[src/hw/alu_config.svh]
// ALU configuration macros

`ifndef ALU_CONFIG_SVH
`define ALU_CONFIG_SVH

// Datapath and packed lane widths
`define ALU_XLEN        64
`define ALU_LANE_W      8

// Result buffer entries, also the upstream credit pool
`define ALU_BUF_DEPTH   4

// Credits granted by the downstream at reset
`define ALU_OUT_CREDITS 2

// Lane saturation limit for PL_G
`define ALU_SAT_MAX     127

`endif

[src/hw/alu_pkg.sv]
// ALU shared types

`include "alu_config.svh"

package alu_pkg;

    // --------------------
    // Opcodes
    // --------------------
    typedef enum logic [7:0] {
        // Adder and logic
        ADD, SUB, ADDW, SUBW,
        ANDL, ORL, XORL, ANDN, ORN, XNOR,
        // Shifts
        SLL, SRL, SRA, SLLW, SRLW, SRAW,
        // Set less than
        SLTS, SLTU,
        // Branch compares
        EQ, NE, LTS, LTU, GES, GEU,
        // Packed lane ops
        PL_F, PL_G, PL_R
    } alu_op_e;

    // --------------------
    // Data types
    // --------------------
    typedef logic [`ALU_XLEN-1:0]   xlen_t;
    typedef logic [`ALU_LANE_W-1:0] lane_t;

    // Lanes per data word
    localparam int ALU_LANES = `ALU_XLEN / `ALU_LANE_W;

endpackage

[src/hw/alu_issue_stage.sv]
// ALU issue stage

`timescale 1ns/1ps

module alu_issue_stage (
    input  logic             clk_i,
    input  logic             rst_n_i,
    input  logic             req_valid_i,
    input  alu_pkg::alu_op_e req_op_i,
    input  alu_pkg::xlen_t   req_operand_a_i,
    input  alu_pkg::xlen_t   req_operand_b_i,
    input  alu_pkg::xlen_t   req_imm_i,
    output logic             iss_valid_o,
    output alu_pkg::alu_op_e iss_op_o,
    output alu_pkg::xlen_t   iss_a_o,
    output alu_pkg::xlen_t   iss_b_o,
    output alu_pkg::xlen_t   iss_imm_o,
    output logic             iss_is_lane_o
);

    import alu_pkg::*;

    logic req_is_lane;

    // Unit classification, done once here for the whole datapath
    assign req_is_lane = req_op_i inside {PL_F, PL_G, PL_R};

    // --------------------
    // Issue register
    // --------------------

    // Valid bit is the only control state
    always_ff @(posedge clk_i) begin
        if (!rst_n_i) begin
            iss_valid_o <= 1'b0;
        end else begin
            iss_valid_o <= req_valid_i;
        end
    end

    // Payload loads on accepted requests only
    always_ff @(posedge clk_i) begin
        if (req_valid_i) begin
            iss_op_o      <= req_op_i;
            iss_a_o       <= req_operand_a_i;
            iss_b_o       <= req_operand_b_i;
            iss_imm_o     <= req_imm_i;
            iss_is_lane_o <= req_is_lane;
        end
    end

    // --------------------
    // Assertions
    // --------------------

    // Upstream only issues defined opcodes
    a_legal_op: assert property (
        @(posedge clk_i) disable iff (!rst_n_i)
        req_valid_i |-> (!$isunknown(req_op_i) && (req_op_i <= PL_R))
    ) else $error("issue stage: illegal opcode on an accepted request");

endmodule

[src/hw/int_exec_unit.sv]
// Integer execution unit

`timescale 1ns/1ps

`include "alu_config.svh"

module int_exec_unit (
    input  alu_pkg::alu_op_e iss_op_i,
    input  alu_pkg::xlen_t   iss_a_i,
    input  alu_pkg::xlen_t   iss_b_i,
    output alu_pkg::xlen_t   int_result_o,
    output logic             int_branch_o
);

    import alu_pkg::*;

    localparam int XLEN = `ALU_XLEN;
    localparam int SHW  = $clog2(`ALU_XLEN);

    logic          b_negate;
    logic [XLEN:0] adder_in_a;
    logic [XLEN:0] operand_b_neg;
    logic [XLEN:0] adder_sum;
    xlen_t         adder_result;
    logic          adder_zero;
    logic          less_signed;
    logic          less;
    xlen_t         a_rev;
    logic [31:0]   a_rev32;
    logic          shift_left;
    logic          shift_arith;
    xlen_t         shift_in;
    logic [31:0]   shift_in32;
    logic [XLEN:0] shr_result;
    logic [32:0]   shr_result32;
    xlen_t         shl_result;
    logic [31:0]   shl_result32;
    xlen_t         shift_result;
    logic [31:0]   shift_result32;

    // --------------------
    // Adder
    // --------------------
    always_comb begin
        case (iss_op_i)
            SUB, SUBW, EQ, NE, ANDN, ORN, XNOR: b_negate = 1'b1;
            default:                            b_negate = 1'b0;
        endcase
    end

    // LSB of 1 on both sides makes the carry in for subtraction
    assign adder_in_a    = {iss_a_i, 1'b1};
    assign operand_b_neg = {iss_b_i, 1'b0} ^ {(XLEN + 1){b_negate}};
    assign adder_sum     = adder_in_a + operand_b_neg;
    assign adder_result  = adder_sum[XLEN:1];
    assign adder_zero    = ~|adder_result;

    // Signed or unsigned compare via one extra sign bit
    assign less_signed = (iss_op_i == SLTS) || (iss_op_i == LTS) || (iss_op_i == GES);
    assign less = $signed({less_signed & iss_a_i[XLEN-1], iss_a_i})
                < $signed({less_signed & iss_b_i[XLEN-1], iss_b_i});

    // --------------------
    // Shifter
    // --------------------
    assign shift_left  = (iss_op_i == SLL) || (iss_op_i == SLLW);
    assign shift_arith = (iss_op_i == SRA) || (iss_op_i == SRAW);

    // Left shifts run through the right shifter on reversed bits
    for (genvar k = 0; k < XLEN; k++) begin : g_rev64
        assign a_rev[k]      = iss_a_i[XLEN-1-k];
        assign shl_result[k] = shr_result[XLEN-1-k];
    end

    for (genvar k = 0; k < 32; k++) begin : g_rev32
        assign a_rev32[k]      = iss_a_i[31-k];
        assign shl_result32[k] = shr_result32[31-k];
    end

    assign shift_in   = shift_left ? a_rev : iss_a_i;
    assign shift_in32 = shift_left ? a_rev32 : iss_a_i[31:0];

    assign shr_result   = $unsigned($signed({shift_arith & shift_in[XLEN-1], shift_in})
                        >>> iss_b_i[SHW-1:0]);
    assign shr_result32 = $unsigned($signed({shift_arith & shift_in32[31], shift_in32})
                        >>> iss_b_i[4:0]);

    assign shift_result   = shift_left ? shl_result : shr_result[XLEN-1:0];
    assign shift_result32 = shift_left ? shl_result32 : shr_result32[31:0];

    // --------------------
    // Result and branch
    // --------------------
    always_comb begin
        case (iss_op_i)
            ADD, SUB:         int_result_o = adder_result;
            ADDW, SUBW:       int_result_o = {{(XLEN-32){adder_result[31]}}, adder_result[31:0]};
            ANDL, ANDN:       int_result_o = iss_a_i & operand_b_neg[XLEN:1];
            ORL, ORN:         int_result_o = iss_a_i | operand_b_neg[XLEN:1];
            XORL, XNOR:       int_result_o = iss_a_i ^ operand_b_neg[XLEN:1];
            SLL, SRL, SRA:    int_result_o = shift_result;
            SLLW, SRLW, SRAW: int_result_o = {{(XLEN-32){shift_result32[31]}}, shift_result32};
            SLTS, SLTU:       int_result_o = {{(XLEN-1){1'b0}}, less};
            // Branches and lane ops carry no integer data
            default:          int_result_o = '0;
        endcase
    end

    always_comb begin
        case (iss_op_i)
            EQ:       int_branch_o = adder_zero;
            NE:       int_branch_o = ~adder_zero;
            LTS, LTU: int_branch_o = less;
            GES, GEU: int_branch_o = ~less;
            default:  int_branch_o = 1'b1;
        endcase
    end

endmodule

[src/hw/lane_exec_unit.sv]
// Packed lane execution unit

`timescale 1ns/1ps

`include "alu_config.svh"

module lane_exec_unit (
    input  alu_pkg::alu_op_e iss_op_i,
    input  alu_pkg::xlen_t   iss_a_i,
    input  alu_pkg::xlen_t   iss_b_i,
    input  alu_pkg::xlen_t   iss_imm_i,
    output alu_pkg::xlen_t   lane_result_o
);

    import alu_pkg::*;

    localparam int LW = `ALU_LANE_W;

    // Symmetric clamp bounds in one extra bit
    localparam logic signed [LW:0] SAT_HI = `ALU_SAT_MAX;
    localparam logic signed [LW:0] SAT_LO = -SAT_HI;

    function automatic lane_t saturate(input logic signed [LW:0] value);
        logic signed [LW:0] clamped;
        if (value > SAT_HI) begin
            clamped = SAT_HI;
        end else if (value < SAT_LO) begin
            clamped = SAT_LO;
        end else begin
            clamped = value;
        end
        return clamped[LW-1:0];
    endfunction

    xlen_t func_f;
    xlen_t func_g;
    xlen_t func_r;
    logic  r_clear;

    // PL_R is cleared for every lane when the low byte of b is 1
    assign r_clear = (iss_b_i[LW-1:0] == LW'(1));

    // --------------------
    // Per lane datapath
    // --------------------
    for (genvar i = 0; i < ALU_LANES; i++) begin : g_lane
        lane_t              a_l;
        lane_t              b_l;
        lane_t              abs_a;
        lane_t              abs_b;
        lane_t              min_mag;
        logic               neg;
        logic signed [LW:0] sum;
        logic signed [LW:0] diff;

        assign a_l = iss_a_i[i*LW +: LW];
        assign b_l = iss_b_i[i*LW +: LW];

        // PL_F, magnitude of -128 stays 0x80 as an unsigned value
        assign neg     = a_l[LW-1] ^ b_l[LW-1];
        assign abs_a   = a_l[LW-1] ? lane_t'(-a_l) : a_l;
        assign abs_b   = b_l[LW-1] ? lane_t'(-b_l) : b_l;
        assign min_mag = (abs_a > abs_b) ? abs_b : abs_a;
        assign func_f[i*LW +: LW] = neg ? lane_t'(-min_mag) : min_mag;

        // PL_G, immediate byte picks add or reverse subtract
        assign sum  = {a_l[LW-1], a_l} + {b_l[LW-1], b_l};
        assign diff = {b_l[LW-1], b_l} - {a_l[LW-1], a_l};
        assign func_g[i*LW +: LW] = (iss_imm_i[i*LW +: LW] == '0) ? saturate(sum)
                                                                   : saturate(diff);

        // PL_R
        assign func_r[i*LW +: LW] = r_clear ? '0 : lane_t'(a_l[LW-1]);
    end

    always_comb begin
        case (iss_op_i)
            PL_F:    lane_result_o = func_f;
            PL_G:    lane_result_o = func_g;
            PL_R:    lane_result_o = func_r;
            default: lane_result_o = '0;
        endcase
    end

endmodule

[src/hw/result_buffer.sv]
// ALU result buffer

`timescale 1ns/1ps

`include "alu_config.svh"

module result_buffer #(
    parameter int DEPTH = `ALU_BUF_DEPTH
) (
    input  logic           clk_i,
    input  logic           rst_n_i,
    input  logic           iss_valid_i,
    input  logic           iss_is_lane_i,
    input  alu_pkg::xlen_t int_result_i,
    input  alu_pkg::xlen_t lane_result_i,
    input  logic           int_branch_i,
    input  logic           res_credit_i,
    output logic           res_valid_o,
    output alu_pkg::xlen_t res_result_o,
    output logic           res_branch_o,
    output logic           req_credit_o
);

    import alu_pkg::*;

    localparam int PTR_W = $clog2(DEPTH);
    localparam int CRD_W = $clog2(`ALU_OUT_CREDITS + 1);

    xlen_t            data_q [DEPTH];
    logic             branch_q [DEPTH];
    logic [PTR_W-1:0] wr_ptr;
    logic [PTR_W-1:0] rd_ptr;
    logic [PTR_W:0]   count;
    logic [CRD_W-1:0] credits;
    logic             empty;
    logic             full;
    logic             send;
    xlen_t            wr_data;

    assign wr_data = iss_is_lane_i ? lane_result_i : int_result_i;
    assign empty   = (count == '0);
    assign full    = (count == (PTR_W + 1)'(DEPTH));

    // Oldest entry goes out whenever the downstream has room
    assign send         = !empty && (credits != '0);
    assign res_valid_o  = send;
    assign res_result_o = data_q[rd_ptr];
    assign res_branch_o = branch_q[rd_ptr];
    // A sent result frees one slot upstream
    assign req_credit_o = send;

    // --------------------
    // Queue storage
    // --------------------
    always_ff @(posedge clk_i) begin
        if (iss_valid_i) begin
            data_q[wr_ptr]   <= wr_data;
            branch_q[wr_ptr] <= int_branch_i;
        end
    end

    // Pointers wrap naturally for a power of two depth
    always_ff @(posedge clk_i) begin
        if (!rst_n_i) begin
            wr_ptr <= '0;
            rd_ptr <= '0;
            count  <= '0;
        end else begin
            if (iss_valid_i) begin
                wr_ptr <= wr_ptr + 1'b1;
            end
            if (send) begin
                rd_ptr <= rd_ptr + 1'b1;
            end
            case ({iss_valid_i, send})
                2'b10:   count <= count + 1'b1;
                2'b01:   count <= count - 1'b1;
                default: count <= count;
            endcase
        end
    end

    // --------------------
    // Downstream credits
    // --------------------
    always_ff @(posedge clk_i) begin
        if (!rst_n_i) begin
            credits <= CRD_W'(`ALU_OUT_CREDITS);
        end else begin
            case ({res_credit_i, send})
                2'b10:   credits <= credits + 1'b1;
                2'b01:   credits <= credits - 1'b1;
                default: credits <= credits;
            endcase
        end
    end

    // Upstream credit pool must keep the queue from overflowing
    a_no_overflow: assert property (
        @(posedge clk_i) disable iff (!rst_n_i) iss_valid_i |-> !full
    ) else $error("result buffer: write into a full queue");

    // Downstream never returns more credits than it was granted
    a_credit_max: assert property (
        @(posedge clk_i) disable iff (!rst_n_i) credits <= CRD_W'(`ALU_OUT_CREDITS)
    ) else $error("result buffer: downstream credit count above its limit");

endmodule

[src/hw/alu_top.sv]
// ALU top level

`timescale 1ns/1ps

module alu_top (
    input  logic             clk_i,
    input  logic             rst_n_i,
    // Upstream requests
    input  logic             req_valid_i,
    input  alu_pkg::alu_op_e req_op_i,
    input  alu_pkg::xlen_t   req_operand_a_i,
    input  alu_pkg::xlen_t   req_operand_b_i,
    input  alu_pkg::xlen_t   req_imm_i,
    output logic             req_credit_o,
    // Downstream results
    output logic             res_valid_o,
    output alu_pkg::xlen_t   res_result_o,
    output logic             res_branch_o,
    input  logic             res_credit_i
);

    import alu_pkg::*;

    logic    iss_valid;
    alu_op_e iss_op;
    xlen_t   iss_a;
    xlen_t   iss_b;
    xlen_t   iss_imm;
    logic    iss_is_lane;
    xlen_t   int_result;
    logic    int_branch;
    xlen_t   lane_result;

    alu_issue_stage u_issue (
        .clk_i           (clk_i),
        .rst_n_i         (rst_n_i),
        .req_valid_i     (req_valid_i),
        .req_op_i        (req_op_i),
        .req_operand_a_i (req_operand_a_i),
        .req_operand_b_i (req_operand_b_i),
        .req_imm_i       (req_imm_i),
        .iss_valid_o     (iss_valid),
        .iss_op_o        (iss_op),
        .iss_a_o         (iss_a),
        .iss_b_o         (iss_b),
        .iss_imm_o       (iss_imm),
        .iss_is_lane_o   (iss_is_lane)
    );

    // Both units see every issued op
    int_exec_unit u_int (
        .iss_op_i     (iss_op),
        .iss_a_i      (iss_a),
        .iss_b_i      (iss_b),
        .int_result_o (int_result),
        .int_branch_o (int_branch)
    );

    lane_exec_unit u_lane (
        .iss_op_i      (iss_op),
        .iss_a_i       (iss_a),
        .iss_b_i       (iss_b),
        .iss_imm_i     (iss_imm),
        .lane_result_o (lane_result)
    );

    result_buffer u_rbuf (
        .clk_i         (clk_i),
        .rst_n_i       (rst_n_i),
        .iss_valid_i   (iss_valid),
        .iss_is_lane_i (iss_is_lane),
        .int_result_i  (int_result),
        .lane_result_i (lane_result),
        .int_branch_i  (int_branch),
        .res_credit_i  (res_credit_i),
        .res_valid_o   (res_valid_o),
        .res_result_o  (res_result_o),
        .res_branch_o  (res_branch_o),
        .req_credit_o  (req_credit_o)
    );

endmodule

[config.mk]
export PLATFORM = sky130hd
export DESIGN_NAME = alu_top
export DESIGN_NICKNAME = d
export VERILOG_FILES = /design/src/hw/alu_pkg.sv /design/src/hw/alu_issue_stage.sv /design/src/hw/int_exec_unit.sv /design/src/hw/lane_exec_unit.sv /design/src/hw/result_buffer.sv /design/src/hw/alu_top.sv
export VERILOG_INCLUDE_DIRS = /design/src /design/src/hw
export SDC_FILE = /design/constraint.sdc
export NUM_CORES = 2
export LEC_CHECK = 0
export ABC_AREA = 1
export BUFFER_PORTS_ARGS = -buffer_cell sky130_fd_sc_hd__buf_4
export CORE_MARGIN = 4
export CORE_UTILIZATION = 50
export DETAILED_ROUTE_END_ITERATION = 16
export PLACE_DENSITY = 0.67
export SLEW_MARGIN = 0
export SYNTH_ARGS = -nofsm -noshare
export SYNTH_HDL_FRONTEND = slang
export SYNTH_SLANG_ARGS = --single-unit
[constraint.sdc]
create_clock -name clk_i -period 9.3 [get_ports clk_i]
set_input_delay 1.86 -clock clk_i [delete_from_list [all_inputs] [get_ports clk_i]]
set_output_delay 1.86 -clock clk_i [all_outputs]
set_load 0.01 [all_outputs]
# Word-level counts from Yosys, hierarchy flattened
# Memory sizes are Yosys's and may differ from the RTL's. A register that Yosys moved wholly into a read port is not among the register bits.
# Cells that the tools add are included.
[word_totals] reg_bits=211 ram_bits=260 input_bits=204 n_memories=2 out_inout_bits=67 elab_cells=283
[classes] shift=2 n_reduce_logical=33 bitwise=17 muxes=97 eq_ne=34 addsub=47 order_cmp=41
[mem_list] name="u_rbuf.data_q" depth=4 width=64 rd=1 rd_clocked_by_memory_dff=1 write_ports=1 line_no="result_buffer.sv:29" source="xlen_t data_q [DEPTH];"
[mem_list] name="u_rbuf.branch_q" depth=4 width=1 rd=1 rd_clocked_by_memory_dff=1 write_ports=1 line_no="result_buffer.sv:30" source="logic branch_q [DEPTH];"
[ops] op="two-way mux 8 bit" count=72
[ops] op="one-hot mux 64 bit (8 select lines)" count=1
[ops] op="two-way mux 64 bit" count=3
[ops] op="negator 8 bit" count=24
[ops] op="one-hot mux 64 bit (3 select lines)" count=1
[ops] op="> comparator 9 x 8 -> 1 bit, second input constant" count=16
[ops] op="< comparator 9 x 8 -> 1 bit, second input constant" count=16
[ops] op="equality test 8 x 5 -> 1 bit, second input constant" count=14
[ops] op="adder 8 x 8 -> 9 bit" count=8
[ops] op="logical NOT 8 bit" count=9
[ops] op="subtractor 8 x 8 -> 9 bit" count=8
[ops] op="adder 65 bit" count=1
[ops] op="< comparator 65 bit" count=1
[ops] op=">>> shifter 65 x 6 -> 64 bit" count=1
[ops] op="XOR 65 bit" count=1
[ops] op="bitwise AND 64 bit" count=1
[ops] op="equality test 8 x 4 -> 1 bit, second input constant" count=8
[ops] op="> comparator 8 bit" count=8
[ops] op="two-way mux 32 bit" count=2
[ops] op="OR 64 bit" count=1
[ops] op="OR reduction 64 bit" count=1
[ops] op="XOR 64 bit" count=1
[ops] op=">>> shifter 33 x 5 -> 32 bit" count=1
[ops] op="equality test 8 x 3 -> 1 bit, second input constant" count=4
[ops] op="25 further kinds" count=68

# Depth between registers and ports, before layout
[depth] ltp_word=8 mapped_depth=32 ltp_nobuf=30

# Hierarchy
# A second synthesis with hierarchy kept.
[unflattened] cells_unflattened=7201 area_unflattened_um2=49767.7
[modules_own_cells] mod="int_exec_unit" area_each_um2=18574.1 seq_area_each_um2=0.0 n_inst=1 cells_per_inst=3697
[modules_own_cells] mod="lane_exec_unit" area_each_um2=13789.5 seq_area_each_um2=0.0 n_inst=1 cells_per_inst=2510
[modules_own_cells] mod="result_buffer" area_each_um2=11307.1 seq_area_each_um2=8027.7 n_inst=1 cells_per_inst=782
[modules_own_cells] mod="alu_issue_stage" area_each_um2=6097.1 seq_area_each_um2=6055.8 n_inst=1 cells_per_inst=212

# Least setup slack after synthesis
# OpenSTA, ideal clock, no wires.
[synth_path] path_type="reg-to-reg" from="register u_issue.iss_b_o[0]" to="memory u_rbuf.data_q[0][6] (netlist name), data pin" arrival_time_ns=4.239 stages_incl_launch_ff=26 n_path_buf=5 synth_period_minus_slack_ns=4.504 setup_slack_ns=4.796 setup_time_ns=0.265 t_required_ns=9.035 cell_sequence="edfxtp_1 > buf_2 > clkinv_1 > clkbuf_1 > clkbuf_1 > buf_1 > ha_1 > o21ai_0 > ha_1 > a21oi_1 > o21ai_0 > nand2_1 > o211ai_1 > nand2_1 > clkbuf_1 > o21ai_0 > inv_1 > ha_1 > nand2_1 > o21ai_0 > o21ai_0 > or2_2 > nand3_1 > nand2_1 > nand2_1 > nand2_1"
[synth_via] elab_chain_len=8 elab_cells_between_ends=26 classes_between="add/sub (5); order compare (5); shift (2); mux (13); bitwise (1)"
[synth_lines] element="start: declaration" line_no="alu_issue_stage.sv:16" source="output alu_pkg::xlen_t iss_b_o,"
[synth_lines] element="start signal: assignment" line_no="alu_issue_stage.sv:46" source="iss_b_o <= req_operand_b_i;"
[synth_lines] element="negator 8 bit" line_no="lane_exec_unit.sv:62" source="assign abs_b = b_l[LW-1] ? lane_t'(-b_l) : b_l;"
[synth_lines] element="two-way mux 8 bit" line_no="lane_exec_unit.sv:62"
[synth_lines] element="> comparator 8 bit" line_no="lane_exec_unit.sv:63" source="assign min_mag = (abs_a > abs_b) ? abs_b : abs_a;"
[synth_lines] element="two-way mux 8 bit" line_no="lane_exec_unit.sv:63"
[synth_lines] element="negator 8 bit" line_no="lane_exec_unit.sv:64" source="assign func_f[i*LW +: LW] = neg ? lane_t'(-min_mag) : min_mag;"
[synth_lines] element="two-way mux 8 bit" line_no="lane_exec_unit.sv:64"
[synth_lines] element="one-hot mux 64 bit (3 select lines)" line_no="lane_exec_unit.sv:77" source="case (iss_op_i)"
[synth_lines] element="two-way mux 64 bit *" line_no="result_buffer.sv:40" source="assign wr_data = iss_is_lane_i ? lane_result_i : int_result_i;"
[synth_lines] element="net u_rbuf.wr_data[6]" line_no="result_buffer.sv:38" source="xlen_t wr_data;"
[synth_lines] element="end: declaration" line_no="result_buffer.sv:29"
# The timed path passes the listed nets; every way through them passes the cells marked *.

# Final worst setup path
[layout_path] from="register u_issue.iss_op_o[7]" to="memory u_rbuf.branch_q[1], data pin"
[layout_via] elab_chain_len=8 elab_cells_between_ends=27 classes_between="add/sub (1); order compare (1); eq/ne (12); mux (2); bitwise (4); reduce/logical (7)"
[layout_lines] element="start: declaration" line_no="alu_issue_stage.sv:14" source="output alu_pkg::alu_op_e iss_op_o,"
[layout_lines] element="start signal: assignment" line_no="alu_issue_stage.sv:44" source="iss_op_o <= req_op_i;"
[layout_lines] element="equality test 8 x 1 -> 1 bit (tied with other cells)" line_no="int_exec_unit.sv:45" source="case (iss_op_i)"
[layout_lines] element="OR reduction 7 bit" line_no="int_exec_unit.sv:45"
[layout_lines] element="two-way mux 1 bit" line_no="int_exec_unit.sv:45"
[layout_lines] element="XOR 65 bit" line_no="int_exec_unit.sv:53" source="assign operand_b_neg = {iss_b_i, 1'b0} ^ {(XLEN + 1){b_negate}};"
[layout_lines] element="adder 65 bit" line_no="int_exec_unit.sv:54" source="assign adder_sum = adder_in_a + operand_b_neg;"
[layout_lines] element="OR reduction 64 bit" line_no="int_exec_unit.sv:56" source="assign adder_zero = ~|adder_result;"
[layout_lines] element="logical NOT 1 bit" line_no="int_exec_unit.sv:56"
[layout_lines] element="one-hot mux 1 bit (4 select lines) *" line_no="int_exec_unit.sv:110" source="case (iss_op_i)"
[layout_lines] element="net int_branch" line_no="alu_top.sv:31" source="logic int_branch;"
[layout_lines] element="end: declaration" line_no="result_buffer.sv:30"
# Marked as above.

==> metrics.cfg <==
[timing]
fin_crit_ns=6.07
setup_tns_ns=0
relSlewSlack=0.0637
rsz0062_at_grt=false
hold_viol=0
hold_ws_ns=0.479
fin_crit_sh=0.653
max_freq_mhz=165
worst_pin_slew_ns=1.39
clock_skew_ns=0.0665
drv_slew=0
setup_viol=0

[floorplanning]
die_h_um=318
die_area_um2=101000
row_count=113
core-area_um2=95200
start_util=0.505
io_pins=271
die_width_um=318

[global_routing]
overflow=0
antenna_found_initial=11
grt_first_pass_wirelength_mm=303
gr-usage-all-layers=0.397
grt_start_max_net_pins=104
grt_pass1_vias=47200

[drt]
ant_nets=0
drt_iter0_markers=7127
first_pass_iters=9
wl_per_cell_um=24.7
drc=0
dr_total_vias=51300
drt-vias-per-instance=6.06
wirelength_mm=209

[clock_tree]
cts_tree=built
cts_buffers=48
ctsLongestPathBuffers=3
clock_latency_ns=0.69
path_clk_slew_ns=0.06
h-tree-depth=2
cts_setup_buffers=0
hold_buffers=0
cts.sinks=473
clockRootBuffer=clkbuf_16
ctsResizeCount=0

[synthesis]
syn_area_um2=48000
synth_top_area_cell=edfxtp_1
ys_seq_area_frac=0.293
ys.flop_type=edfxtp_1
ys_seq_elements=473
yosysUniqueCellTypes=54
postSynthAreaPerCell_um2=6.78
synth_common_cells=nand2_1 (2,037), inv_1 (747), nand3_1 (708)
syn_nets=7708
synthArstFlopShare=0
synth_area_leaders=edfxtp_1 (29%), nand2_1 (16%), ha_1 (11%)
netlist.area_leader.share=0.288
synth_warnings=0
syn_inst=7080
synth_edf_count=461
yosysMostFrequentCell=nand2_1

[finish]
finalNetCount=7793
seq_area_um2=14100
nFillCells=9534
syn2layout_area_growth_pct=9.55
drive_above_1_share=0.0654
multi_input_area_um2=29900

[critical_path]
cp_slowest_stage_delay_ns=0.61
worstSetupStartpointType=register
required_ns=9.63
path_delay_family=simple AND/OR/NAND/NOR gates
rrSetupSlack_ns=3.23
critPathKind=reg2reg
crit_path_frequent_cell=nor2_1
reg2reg_from=u_issue.iss_op_o[7]$_DFFE_PP_
slowest_stage=buf_4
crit_arrival_ns=6.40
rr_worst_depth=27
worstReg2RegEnd=u_rbuf.branch_q[1]$_DFFE_PP_
crit_buf_inv=3
end_kind=register
cp_max_fo=36

[run]
drv_cap=0

[hold_path]
hold_start=u_rbuf.credits[1]$_SDFFE_PN1P_
min_path_type=reg2reg
min_delay_worst_endpoint=u_rbuf.credits[1]$_SDFFE_PN1P_
whs_path_depth=1

[pwr]
irDropWorstVdd_mv=0.170
powerDensity_nw_per_um2=170
leakagePower_nw=24.8

[place]
routabilityCongestion=1.13
hpwlAfterDp_mm=166
port_buffers=270

[status]
outcome=complete, no violations

[where the power goes]
part	switching [mW]	total, mW	internal (mW)
clock network	0.861	1.98	1.12
registers	0.182	2.64	2.46
logic	2.91	4.29	1.38
[cell usage in the layout, fill, tap and decap left out, types with 22 or more instances in the layout]
cell	instances
a21oi_1	383
buf_4	330
clkbuf_16	48
clkinv_1	22
edfxtp_1	461
ha_1	407
inv_1	739
nand2_1	2037
nand3_1	707
nand3b_1	36
nand4_1	49
nor2_1	534
nor3_1	70
nor4_1	40
o211ai_1	69
o21ai_0	531
o21ai_1	83
o21bai_1	44
o22ai_1	98
or2_2	23
xor2_1	232
[per-stage QoR]
step                      utilization  area [um^2]  power (mW)  setup WS (ns)  instances
after CTS                       0.553        52600        8.84           3.41       8469
after global routing            0.553        52600        9.50           2.84       8469
after global placement          0.536        51000        6.80           3.46       8380
after floorplan                     -        48000        5.37           4.80       7080
after detailed placement        0.536        51000        6.85           3.43       8380
final                           0.553        52600        8.92           3.23       8472
[flip-flops by register name (all words and copies together) (netlist names), named ones only]
| name | flops |
|---|---|
| u_issue.iss_a_o | 64 |
| u_issue.iss_b_o | 64 |
| u_issue.iss_imm_o | 64 |
| u_issue.iss_is_lane_o | 1 |
| u_issue.iss_op_o | 8 |
| u_issue.iss_valid_o | 1 |
| u_rbuf.branch_q | 4 |
| u_rbuf.count | 3 |
| u_rbuf.credits | 2 |
| u_rbuf.data_q | 256 |
| u_rbuf.rd_ptr | 2 |
| u_rbuf.wr_ptr | 2 |
[metal layers]
| metal | share of wire | track usage | vias to the layer above |
|---|---|---|---|
| met1 | 0.40 | 0.529 | 23800 |
| met2 | 0.41 | 0.577 | 3047 |
| met4 | 0.059 | 0.194 | 10 |
| met3 | 0.13 | 0.134 | 580 |
| met5 | 0.00030 | 0 | - |
| li1 | - | - | 23900 |
[cell families after synthesis]
family / synth area share
and+or+nand+nor: 0.307
xor gates and xnor gates: 0.0447
adders and majority gates: 0.113
DFF: 0.293
AOI/OAI and AO/OA: 0.156
muxes: 0.000834
buffers and inverters: 0.0852
[area by class of cell]
cell class | count | area share
multi-input combinational | 5541 | 0.569
sequential | 473 | 0.268
inverter | 770 | 0.0550
timing repair buffer | 331 | 0.0474
tap | 1265 | 0.0301
clock buffer | 52 | 0.0231
clock inverter | 37 | 0.00742
antenna | 3 | 0.000143
[worst max path at each step]
stage,from,end,cells past startpoint
after floorplan,u_issue.iss_b_o[0]$_DFFE_PP_,u_rbuf.data_q[0][6]$_DFFE_PP_,25
after detailed placement,u_issue.iss_op_o[7]$_DFFE_PP_,u_rbuf.branch_q[0]$_DFFE_PP_,27
after global routing,u_issue.iss_a_o[33]$_DFFE_PP_,u_rbuf.data_q[0][38]$_DFFE_PP_,23
after global placement,u_issue.iss_op_o[7]$_DFFE_PP_,u_rbuf.branch_q[0]$_DFFE_PP_,27
final,u_issue.iss_op_o[7]$_DFFE_PP_,u_rbuf.branch_q[1]$_DFFE_PP_,27
after CTS,u_issue.iss_op_o[7]$_DFFE_PP_,u_rbuf.branch_q[0]$_DFFE_PP_,27
No activity file was read; power rests on OpenSTA's default activity.
